[config.mk]
export PLATFORM = sky130hd
export DESIGN_NAME = alu_issue_slice
export DESIGN_NICKNAME = d
export VERILOG_FILES = /design/src/logic/rs_pkg.sv /design/src/logic/operand_wakeup.sv /design/src/logic/rs_entry.sv /design/src/logic/alu_unit.sv /design/src/logic/alu_issue_slice.sv
export SDC_FILE = /design/constraint.sdc
export NUM_CORES = 1
export LEC_CHECK = 0
export ABC_AREA = 1
export BUFFER_PORTS_ARGS = -buffer_cell sky130_fd_sc_hd__buf_2
export CAP_MARGIN = 20
export CELL_PAD_IN_SITES_DETAIL_PLACEMENT = 1
export CELL_PAD_IN_SITES_GLOBAL_PLACEMENT = 2
export CORE_ASPECT_RATIO = 0.8
export CORE_UTILIZATION = 32
export DETAILED_ROUTE_END_ITERATION = 10
export PLACE_DENSITY = 0.82
export SLEW_MARGIN = 20
export SYNTH_ARGS = -nofsm -noshare
export SYNTH_HDL_FRONTEND = slang
export SYNTH_SLANG_ARGS = --single-unit
[constraint.sdc]
create_clock -name clk -period 3.8 [get_ports clk]
set_input_delay 0.19 -clock clk [delete_from_list [all_inputs] [get_ports clk]]
set_output_delay 0.19 -clock clk [all_outputs]
set_load 0.02 [all_outputs]
[src/logic/rs_pkg.sv]
`default_nettype none

// Shared types and constants for the reservation station slice
package rs_pkg;

    // ======================================================================
    // Producer tags and CDB layout
    // ======================================================================

    // Tags 0 to 2 name a CDB producer
    typedef logic [1:0] tag_t;

    // Operand value already present, no producer to wait for
    localparam tag_t TAG_READY = 2'd3;

    // One channel per producing unit, channel i carries tag i
    localparam int NUM_CDB = 3;

    // Default widths, the top level passes them down
    localparam int DEFAULT_DATA_WIDTH = 32;
    localparam int DEFAULT_PREG_WIDTH = 6;

    // ======================================================================
    // Opcodes and entry state
    // ======================================================================

    typedef enum logic [2:0] {
        OP_ADD = 3'd0,
        OP_SUB = 3'd1,
        OP_AND = 3'd2,
        OP_OR  = 3'd3,
        OP_XOR = 3'd4,
        OP_SLL = 3'd5,
        OP_SRL = 3'd6,
        OP_SLT = 3'd7
    } alu_op_e;

    // Single entry, either free or holding an instruction with a missing operand
    typedef enum logic {
        RS_EMPTY   = 1'b0,
        RS_WAITING = 1'b1
    } rs_state_e;

endpackage

`default_nettype wire

[src/logic/operand_wakeup.sv]
`default_nettype none

module operand_wakeup
    import rs_pkg::*;
#(
    parameter int DATA_WIDTH = DEFAULT_DATA_WIDTH
) (
    input  tag_t                               stored_tag,
    input  logic [DATA_WIDTH-1:0]              stored_data,
    input  logic [NUM_CDB-1:0]                 cdb_valid,
    input  logic [NUM_CDB-1:0][DATA_WIDTH-1:0] cdb_data,
    output logic                               present,
    output logic [DATA_WIDTH-1:0]              value
);

    // ======================================================================
    // CDB tag match
    // ======================================================================

    // At most one bit set, each channel owns exactly one tag
    logic [NUM_CDB-1:0]    hit;
    logic [DATA_WIDTH-1:0] cdb_value;

    always_comb begin
        hit = '0;
        cdb_value = '0;
        for (int i = 0; i < NUM_CDB; i++) begin
            // Channel i only wakes an operand waiting on tag i
            if (stored_tag == tag_t'(i) && cdb_valid[i]) begin
                hit[i] = 1'b1;
                cdb_value = cdb_data[i];
            end
        end
    end

    // Present when already captured or broadcast in this very cycle
    assign present = (stored_tag == TAG_READY) || (|hit);

    // Stored word wins once the tag has been rewritten to ready
    assign value = (stored_tag == TAG_READY) ? stored_data : cdb_value;

endmodule

`default_nettype wire

[src/logic/rs_entry.sv]
`default_nettype none

module rs_entry
    import rs_pkg::*;
#(
    parameter int DATA_WIDTH = DEFAULT_DATA_WIDTH,
    parameter int PREG_WIDTH = DEFAULT_PREG_WIDTH
) (
    input  logic                               clk,
    input  logic                               reset,
    input  logic                               dispatch_valid,
    output logic                               dispatch_ready,
    input  alu_op_e                            dispatch_op,
    input  logic [PREG_WIDTH-1:0]              dispatch_dest,
    input  tag_t                               src_a_tag,
    input  logic [DATA_WIDTH-1:0]              src_a_data,
    input  tag_t                               src_b_tag,
    input  logic [DATA_WIDTH-1:0]              src_b_data,
    input  logic [NUM_CDB-1:0]                 cdb_valid,
    input  logic [NUM_CDB-1:0][DATA_WIDTH-1:0] cdb_data,
    input  logic                               issue_taken,
    output logic                               issue_valid,
    output alu_op_e                            issue_op,
    output logic [DATA_WIDTH-1:0]              issue_a,
    output logic [DATA_WIDTH-1:0]              issue_b,
    output logic [PREG_WIDTH-1:0]              issue_dest
);

    // ======================================================================
    // Entry storage and wakeup
    // ======================================================================

    rs_state_e             state;
    alu_op_e               st_op;
    logic [PREG_WIDTH-1:0] st_dest;
    tag_t                  st_a_tag;
    tag_t                  st_b_tag;
    logic [DATA_WIDTH-1:0] st_a_data;
    logic [DATA_WIDTH-1:0] st_b_data;

    logic                  a_present;
    logic                  b_present;
    logic [DATA_WIDTH-1:0] a_value;
    logic [DATA_WIDTH-1:0] b_value;

    logic issue_free;
    logic dispatch_fire;
    logic direct_issue;
    logic park;
    logic wake_issue;

    // Wakeup only looks at stored tags, so a broadcast in the dispatch cycle is missed
    operand_wakeup #(.DATA_WIDTH(DATA_WIDTH)) u_wakeup_a (
        .stored_tag  (st_a_tag),
        .stored_data (st_a_data),
        .cdb_valid   (cdb_valid),
        .cdb_data    (cdb_data),
        .present     (a_present),
        .value       (a_value)
    );

    operand_wakeup #(.DATA_WIDTH(DATA_WIDTH)) u_wakeup_b (
        .stored_tag  (st_b_tag),
        .stored_data (st_b_data),
        .cdb_valid   (cdb_valid),
        .cdb_data    (cdb_data),
        .present     (b_present),
        .value       (b_value)
    );

    // Issue register is free when empty or drained this cycle
    assign issue_free     = !issue_valid || issue_taken;
    assign dispatch_ready = (state == RS_EMPTY) && issue_free;
    assign dispatch_fire  = dispatch_valid && dispatch_ready;

    // Both sources present at dispatch bypass the entry
    assign direct_issue = dispatch_fire && (src_a_tag == TAG_READY) && (src_b_tag == TAG_READY);
    assign park         = dispatch_fire && !direct_issue;

    // Last missing operand arriving on the CDB issues in the same cycle
    assign wake_issue = (state == RS_WAITING) && a_present && b_present && issue_free;

    // Control part, tags are rewritten to ready once captured
    always_ff @(posedge clk or negedge reset) begin
        if (!reset) begin
            state <= RS_EMPTY;
            st_a_tag <= TAG_READY;
            st_b_tag <= TAG_READY;
        end else if (park) begin
            state <= RS_WAITING;
            st_a_tag <= src_a_tag;
            st_b_tag <= src_b_tag;
        end else if (state == RS_WAITING) begin
            if (a_present) begin
                st_a_tag <= TAG_READY;
            end
            if (b_present) begin
                st_b_tag <= TAG_READY;
            end
            if (wake_issue) begin
                state <= RS_EMPTY;
            end
        end
    end

    // Payload, captured values survive a blocked issue stage
    always_ff @(posedge clk) begin
        if (park) begin
            st_op <= dispatch_op;
            st_dest <= dispatch_dest;
            st_a_data <= src_a_data;
            st_b_data <= src_b_data;
        end else if (state == RS_WAITING) begin
            if (a_present) begin
                st_a_data <= a_value;
            end
            if (b_present) begin
                st_b_data <= b_value;
            end
        end
    end

    // ======================================================================
    // Issue register
    // ======================================================================

    always_ff @(posedge clk or negedge reset) begin
        if (!reset) begin
            issue_valid <= 1'b0;
        end else if (direct_issue || wake_issue) begin
            issue_valid <= 1'b1;
        end else if (issue_taken) begin
            issue_valid <= 1'b0;
        end
    end

    // Holds its contents under back-pressure, loads never overlap
    always_ff @(posedge clk) begin
        if (direct_issue) begin
            issue_op <= dispatch_op;
            issue_a <= src_a_data;
            issue_b <= src_b_data;
            issue_dest <= dispatch_dest;
        end else if (wake_issue) begin
            issue_op <= st_op;
            issue_a <= a_value;
            issue_b <= b_value;
            issue_dest <= st_dest;
        end
    end

    // ======================================================================
    // Checks
    // ======================================================================

    // Waiting instruction is never overwritten by a new dispatch
    a_waiting_holds_entry: assert property (@(posedge clk) disable iff (!reset)
        (state == RS_WAITING) |=> $stable(st_op) && $stable(st_dest))
        else $error("rs_entry: dispatch accepted while waiting");

    // ALU back-pressure freezes the issue stage
    a_issue_stable: assert property (@(posedge clk) disable iff (!reset)
        issue_valid && !issue_taken |=> issue_valid && $stable(issue_op) &&
            $stable(issue_a) && $stable(issue_b) && $stable(issue_dest))
        else $error("rs_entry: issue outputs changed under back-pressure");

endmodule

`default_nettype wire

[src/logic/alu_unit.sv]
`default_nettype none

module alu_unit
    import rs_pkg::*;
#(
    parameter int DATA_WIDTH = DEFAULT_DATA_WIDTH,
    parameter int PREG_WIDTH = DEFAULT_PREG_WIDTH
) (
    input  logic                  issue_valid,
    input  alu_op_e               issue_op,
    input  logic [DATA_WIDTH-1:0] issue_a,
    input  logic [DATA_WIDTH-1:0] issue_b,
    input  logic [PREG_WIDTH-1:0] issue_dest,
    output logic                  issue_taken,
    output logic                  result_valid,
    output logic [DATA_WIDTH-1:0] result_data,
    output logic [PREG_WIDTH-1:0] result_dest,
    input  logic                  result_ready
);

    // ======================================================================
    // Datapath
    // ======================================================================

    // Shift amount from the low five bits of b
    logic [4:0]            shamt;
    logic                  less;
    logic [DATA_WIDTH-1:0] alu_out;

    assign shamt = issue_b[4:0];
    assign less  = $signed(issue_a) < $signed(issue_b);

    always_comb begin
        case (issue_op)
            OP_ADD: alu_out = issue_a + issue_b;
            OP_SUB: alu_out = issue_a - issue_b;
            OP_AND: alu_out = issue_a & issue_b;
            OP_OR:  alu_out = issue_a | issue_b;
            OP_XOR: alu_out = issue_a ^ issue_b;
            OP_SLL: alu_out = issue_a << shamt;
            OP_SRL: alu_out = issue_a >> shamt;
            // Signed compare, zero extended flag
            OP_SLT: alu_out = {{(DATA_WIDTH-1){1'b0}}, less};
            default: alu_out = '0;
        endcase
    end

    // ======================================================================
    // Result handshake
    // ======================================================================

    // Single cycle unit, issue register doubles as the result holding stage
    assign result_valid = issue_valid;
    assign result_data  = alu_out;
    assign result_dest  = issue_dest;

    // Issue stage drains only when the arbiter takes the result
    assign issue_taken = issue_valid && result_ready;

    // ======================================================================
    // Checks
    // ======================================================================

    // Opcode from the entry must be a known value while valid
    always_comb begin
        if (issue_valid) begin
            assert (!$isunknown(issue_op))
                else $error("alu_unit: undefined opcode on valid issue");
        end
    end

endmodule

`default_nettype wire

[src/logic/alu_issue_slice.sv]
`default_nettype none

module alu_issue_slice
    import rs_pkg::*;
#(
    parameter int DATA_WIDTH = DEFAULT_DATA_WIDTH,
    parameter int PREG_WIDTH = DEFAULT_PREG_WIDTH
) (
    input  logic                               clk,
    input  logic                               reset,
    // Dispatch group
    input  logic                               dispatch_valid,
    output logic                               dispatch_ready,
    input  alu_op_e                            dispatch_op,
    input  logic [PREG_WIDTH-1:0]              dispatch_dest,
    input  tag_t                               src_a_tag,
    input  logic [DATA_WIDTH-1:0]              src_a_data,
    input  tag_t                               src_b_tag,
    input  logic [DATA_WIDTH-1:0]              src_b_data,
    // CDB snoop
    input  logic [NUM_CDB-1:0]                 cdb_valid,
    input  logic [NUM_CDB-1:0][DATA_WIDTH-1:0] cdb_data,
    // Result toward the CDB arbiter
    output logic                               result_valid,
    output logic [DATA_WIDTH-1:0]              result_data,
    output logic [PREG_WIDTH-1:0]              result_dest,
    input  logic                               result_ready
);

    // ======================================================================
    // Issue stage between entry and ALU
    // ======================================================================

    logic                  issue_valid;
    logic                  issue_taken;
    alu_op_e               issue_op;
    logic [DATA_WIDTH-1:0] issue_a;
    logic [DATA_WIDTH-1:0] issue_b;
    logic [PREG_WIDTH-1:0] issue_dest;

    rs_entry #(
        .DATA_WIDTH (DATA_WIDTH),
        .PREG_WIDTH (PREG_WIDTH)
    ) u_rs_entry (
        .clk            (clk),
        .reset          (reset),
        .dispatch_valid (dispatch_valid),
        .dispatch_ready (dispatch_ready),
        .dispatch_op    (dispatch_op),
        .dispatch_dest  (dispatch_dest),
        .src_a_tag      (src_a_tag),
        .src_a_data     (src_a_data),
        .src_b_tag      (src_b_tag),
        .src_b_data     (src_b_data),
        .cdb_valid      (cdb_valid),
        .cdb_data       (cdb_data),
        .issue_taken    (issue_taken),
        .issue_valid    (issue_valid),
        .issue_op       (issue_op),
        .issue_a        (issue_a),
        .issue_b        (issue_b),
        .issue_dest     (issue_dest)
    );

    // ALU result leaves on its own port, CDB merging happens outside
    alu_unit #(
        .DATA_WIDTH (DATA_WIDTH),
        .PREG_WIDTH (PREG_WIDTH)
    ) u_alu_unit (
        .issue_valid  (issue_valid),
        .issue_op     (issue_op),
        .issue_a      (issue_a),
        .issue_b      (issue_b),
        .issue_dest   (issue_dest),
        .issue_taken  (issue_taken),
        .result_valid (result_valid),
        .result_data  (result_data),
        .result_dest  (result_dest),
        .result_ready (result_ready)
    );

endmodule

`default_nettype wire

# Word-level counts from Yosys, hierarchy flattened
# Cells that the tools add are included.
# Widths: inputs -> output; s select.
dict set report op_classes {
  addsub 2
  magnitude_cmp 1
  n_eq_ne 15
  n_shift 2
  muxes 40
  bitwise_logic 4
  n_reduce_logical 33
}
# cell count
set ops {}
lappend ops {{$mux 32} 18}
lappend ops {{$pmux 32 s8} 1}
lappend ops {{$add 32x32->32} 1}
lappend ops {{$and 32x32->32} 1}
lappend ops {{$lt 32x32->1} 1}
lappend ops {{$or 32x32->32} 1}
lappend ops {{$shl 32x5->32} 1}
lappend ops {{$shr 32x5->32} 1}
lappend ops {{$sub 32x32->32} 1}
lappend ops {{$xor 32x32->32} 1}
lappend ops {{$logic_and 1x1->1} 15}
lappend ops {{$eq 2x2->1 const B} 6}
lappend ops {{$eq 3x3->1 const B} 4}
lappend ops {{$mux 2} 6}
lappend ops {{$mux 6} 2}
lappend ops {{$mux 1} 11}
lappend ops {{$reduce_bool 2->1} 5}
lappend ops {{$eq 3x2->1 const B} 2}
lappend ops {{$mux 3} 2}
lappend ops {{$reduce_or 3->1} 2}
lappend ops {{$eq 2x1->1 const B} 2}
lappend ops {{$logic_not 2->1} 2}
lappend ops {{$logic_or 1x1->1} 4}
lappend ops {{$reduce_and 2->1} 2}
lappend ops {{other kinds (4)} 5}
dict set report word_totals {
  register_bits 152
  input_bits 180
  out_inout_bits 40
  word_cells 109
}

# Depth between registers and ports, before layout
dict set report logic_depth {
  word_depth 11
  depth_mapped 18
  ltp_nobuf 16
}

# Cells and area by module
# A second synthesis with hierarchy kept.
dict set report unflattened {
  cells_unflattened 2866
  area_unflattened_um2 18260.0
}
# module n_inst cells_per_inst area_per_inst_um2 seq_area_each_um2
set by_module_without_submodules {}
lappend by_module_without_submodules {alu_unit 1 1891 9307.7 0.0}
lappend by_module_without_submodules {rs_entry 1 573 6625.1 4539.4}
lappend by_module_without_submodules {operand_wakeup 2 201 1163.6 0.0}

# Worst setup path before layout
# OpenSTA, ideal clock, no wires.
dict set report synth_path {
  path_kind {reg2reg}
  startpoint {register u_rs_entry.issue_valid}
  endpoint {register u_rs_entry.issue_a[0] (enable)}
  setup_ps 433
  arrival_ps 3077
  required_time_ps 3367
  slack_ps 290
  stages_incl_launch_ff 10
  path_buffers 2
  period_less_slack_ps 3510
  path_cell_list {dfrtp_1 -> inv_1 -> nor2_1 -> nor2_2 -> nand2_1 -> nor2_4 -> inv_2 -> buf_2 -> buf_2 -> nand2_1}
}
dict set report synth_via {
  elab_chain_len 7
  word_cells_on_any_way 9
  classes_between {9 x reduce/logical}
}
# element line_no
set synth_lines {}
lappend synth_lines {{start: declaration} rs_entry.sv:22} ;# output logic issue_valid,
lappend synth_lines {{start signal: assignment} rs_entry.sv:129} ;# issue_valid <= 1'b0;
lappend synth_lines {{start signal: assignment} rs_entry.sv:131} ;# issue_valid <= 1'b1;
lappend synth_lines {{start signal: assignment} rs_entry.sv:133} ;# issue_valid <= 1'b0;
lappend synth_lines {{$logic_not 1->1 / $logic_and 1x1->1 (equally long branches)} {rs_entry.sv:72, alu_unit.sv:58}}
lappend synth_lines {{$logic_or 1x1->1 *} rs_entry.sv:72} ;# assign issue_free = !issue_valid || issue_taken;
lappend synth_lines {{$logic_and 1x1->1 *} rs_entry.sv:73} ;# assign dispatch_ready = (state == RS_EMPTY) && issue_free;
lappend synth_lines {{via dispatch_ready} alu_issue_slice.sv:13} ;# output logic dispatch_ready,
lappend synth_lines {{$logic_and 1x1->1 *} rs_entry.sv:74} ;# assign dispatch_fire = dispatch_valid && dispatch_ready;
lappend synth_lines {{$logic_and 1x1->1 * (2 in series)} rs_entry.sv:77} ;# assign direct_issue = dispatch_fire && (src_a_tag == TAG_READY) && (src_b_tag == TAG_READY);
lappend synth_lines {{$reduce_bool 2->1 (no source line) *} n/a}
lappend synth_lines {{end signal: assignment} rs_entry.sv:141} ;# issue_a <= src_a_data;
lappend synth_lines {{end signal: assignment} rs_entry.sv:146} ;# issue_a <= a_value;
lappend synth_lines {{end: declaration} rs_entry.sv:24} ;# output logic [DATA_WIDTH-1:0] issue_a,
# Mark *: on every way through the listed nets, which the timed path passes. The rest lies on a longest branch.
# A chain may end at the register's enable or synchronous reset.

# Final worst setup path
dict set report layout_path {
  startpoint {register u_rs_entry.issue_b[0]}
  endpoint {output port result_data[5]}
}
dict set report layout_via {
  elab_chain_len 2
  word_cells_on_any_way 5
  classes_between {2 x add/sub; 2 x shift; 1 x mux}
}
# element line_no
set layout_lines {}
lappend layout_lines {{start: declaration} rs_entry.sv:25} ;# output logic [DATA_WIDTH-1:0] issue_b,
lappend layout_lines {{start signal: assignment} rs_entry.sv:142} ;# issue_b <= src_b_data;
lappend layout_lines {{start signal: assignment} rs_entry.sv:147} ;# issue_b <= b_value;
lappend layout_lines {{$sub 32x32->32 (tied with other cells)} alu_unit.sv:36} ;# OP_SUB: alu_out = issue_a - issue_b;
lappend layout_lines {{$pmux 32 s8 *} alu_unit.sv:34} ;# case (issue_op)
lappend layout_lines {{end: declaration} alu_issue_slice.sv:25} ;# output logic [DATA_WIDTH-1:0] result_data,
# Mark *: on every way between the ends. The rest lies on a longest branch, timed or not.

==> flow_summary.toml <==
[timing]
period_needed_ns = 3.59
fin_tns_setup_ns = 0
skew_ns = 0.0142
slew_viol_final = 0
period_share = 0.943
fin_hold_ws_ns = -0.000933
rsz0062_at_grt = "no"
worst_pin_slew_ns = 0.837
setup_violations = 0
relSlewSlack = 0.442
hold_violations = 1
fmax_ghz = 0.279

[place]
io_buffers = 219
dpl.cell_count = 3459
gp_congestion = 0.982
place_hpwl_um = 65800

[worst_setup_path]
reg2reg_to = "u_rs_entry.st_b_data[3]$_DFFE_PP_"
worstSetupPathType = "reg2out"
rrSetupSlack_ns = 1.06
crit_path_start_kind = "flop"
required_ns = 3.61
path_max_fanout = 40
worst_setup_path_end_kind = "output pin"
reg2regPathDepth = 9
reg2reg_from = "u_rs_entry.issue_valid$_DFFE_PN0P_"
cp.arrival_ns = 3.40

[final_layout]
nNetsFinal = 3086
finalNonFillerCells = 3504
final_layout_size_suffix_gt1_frac = 0.119
area_growth_pct = 14.0
antenna_cells = 0
nFillCells = 6755

[detailed_routing]
drt-vias-per-instance = 5.62
first_iter_violations = 1943
route.met3.wl_um = 4900
top_layer = "met4"
wl_met1_um = 38100
vias = 19700
wl_per_cell_um = 23.9
route.met2.wl_um = 37700
drcViolationCount = 0
wl_um = 83600
ant_nets = 0
drtPass1Iterations = 5

[outcome]
status = "finished with violations"
violations = "negative hold slack"

[global_routing]
grt_antenna_before_repair = 0
grtUsageTotal = 0.308
gr-total-overflow = 0
grt_pass1_vias = 19700
grt_pass1_wl_um = 124000
grt_max_degree = 78

[clock_network]
post_cts_buffers = 0
htreeDepth = 4
clkTransAtPathRegs_ns = 0.08
root_buffer = "clkbuf_16"
cts_max_path_buffers = 2
worstSkewPairLatency_ns = 0.46
cts_sinks = 152
cts_tree = "done"
cts_buffers = 17

[yosys]
ys_types = 52
synth_cells = 2663
synthArstFlopShare = 0.0395
yosysWarnings = 0
ys.flop_type = "edfxtp_1"
yosysMostFrequentCell = "nand2_1"
synthTopCellsByCount = "876 x nand2_1, 304 x nand3_1, 293 x inv_1"
ys_seq_area_frac = 0.269
synth_area_um2 = 16900
ys_ff_latch = 152
synth-edff-count = 146
syn_nets = 2942
yosysTopAreaCellShare = 0.260
synth_area_leaders = "edfxtp_1 26%, nand2_1 19%, nand3_1 9.0%"
yosysTopAreaCell = "edfxtp_1"
syn_avg_cell_area_um2 = 6.33

[min_path]
min_to = "u_rs_entry.st_b_tag[1]$_DFFE_PN1P_"
min_path_cells = 3
min_path_type = "in2reg"
min_from = "src_b_tag[1]"

[die]
rows = 74
core_um2 = 51600
die_area_um2 = 53600
die_w_um = 259
start_util = 0.327
ios = 220
fp.dieH_um = 207

[job]
cap_violations = 0
==> worst max path at each step <==
stage	start	end	slack, ns	depth (start not counted)
after CTS	u_rs_entry.issue_b[0]$_DFFE_PP_	result_data[5]	0.16	13
after detailed placement	u_rs_entry.issue_b[0]$_DFFE_PP_	result_data[5]	0.66	13
after global routing	u_rs_entry.issue_b[0]$_DFFE_PP_	result_data[10]	0.04	12
after floorplan	u_rs_entry.issue_valid$_DFFE_PN0P_	u_rs_entry.issue_a[0]$_DFFE_PP_	0.29	9
final	u_rs_entry.issue_b[0]$_DFFE_PP_	result_data[5]	0.21	12
after global placement	u_rs_entry.issue_b[0]$_DFFE_PP_	result_data[5]	0.76	13
==> routing by layer <==
layer | global-route usage | up-vias
li1 | - | 9180
met1 | 0.429 | 9641
met2 | 0.493 | 741
met3 | 0.0333 | 138
met4 | 0.100 | 0
met5 | 0 | -
==> cells by family (layout without fill, tap and decap cells) <==
kind of cell,Yosys count,after routing,share of synthesized area
buffers and inverters,447,604,0.109
adder cells (fa/ha/maj),99,99,0.0743
multiplexers,5,5,0.00297
flip-flops,152,152,0.269
AO/OA/AOI/OAI,468,468,0.168
XOR/XNOR,10,10,0.00519
AND/OR/NAND/NOR,1482,1482,0.372
==> placed cells by master, fill, tap and decap left out, drive strengths merged, types with 60 or more instances in the layout <==
cell type / instances
ha: 97
nor2: 191
nand4: 60
o21ai: 212
nand3: 307
inv: 309
buf: 255
nand2: 878
a21oi: 106
edfxtp: 146
==> state kept, by name, indices dropped and copies added (netlist names) <==
signal	count
u_rs_entry.issue_a	32
u_rs_entry.issue_b	32
u_rs_entry.st_a_data	32
u_rs_entry.st_b_data	32
u_rs_entry.issue_dest	6
u_rs_entry.st_dest	6
u_rs_entry.issue_op	3
u_rs_entry.st_op	3
u_rs_entry.st_a_tag	2
u_rs_entry.st_b_tag	2
u_rs_entry.issue_valid	1
u_rs_entry.state	1
==> through the flow <==
stage                     setup WS, ns  instance area (µm²)   util
after global routing            0.0402                19200  0.373
after detailed placement         0.656                18500  0.359
after CTS                        0.163                19200  0.373
final                            0.215                19200  0.373
after global placement           0.757                18500  0.359
after floorplan                  0.290                16900      -
==> cell type report <==
| cell class | instances | area (µm²) | share of cell area |
|---|---|---|---|
| flip-flops and latches | 152 | 4540 | 0.236 |
| repair buffers | 268 | 1580 | 0.0824 |
| inverters | 304 | 1140 | 0.0595 |
| clock buffers | 17 | 425 | 0.0221 |
| clock inverters | 15 | 143 | 0.00742 |
| well taps | 684 | 856 | 0.0445 |
| multi-input cells | 2064 | 10500 | 0.548 |
==> repair_timing <==
item,4_1_cts,5_1_grt
gates resized for setup,0,2
hold buffers,13,0
endpoints found under the setup margin,0,1
endpoints found under the hold margin,20,0
==> worst max-delay path: stages, from the launching register on <==
cell and delay [ns]:
edfxtp_1 0.37, buf_4 0.22, buf_4 0.41, nand2_1 0.19
o21a_1 0.17, nand2_1 0.08, o211ai_1 0.18, nand3_1 0.15
nand2_1 0.15, o21ai_0 0.66, nor2_1 0.08, nand2_1 0.08
buf_2 0.15
Power is not shown: default switching activity piles up to over one toggle a cycle in this logic, so the estimate is an artifact.
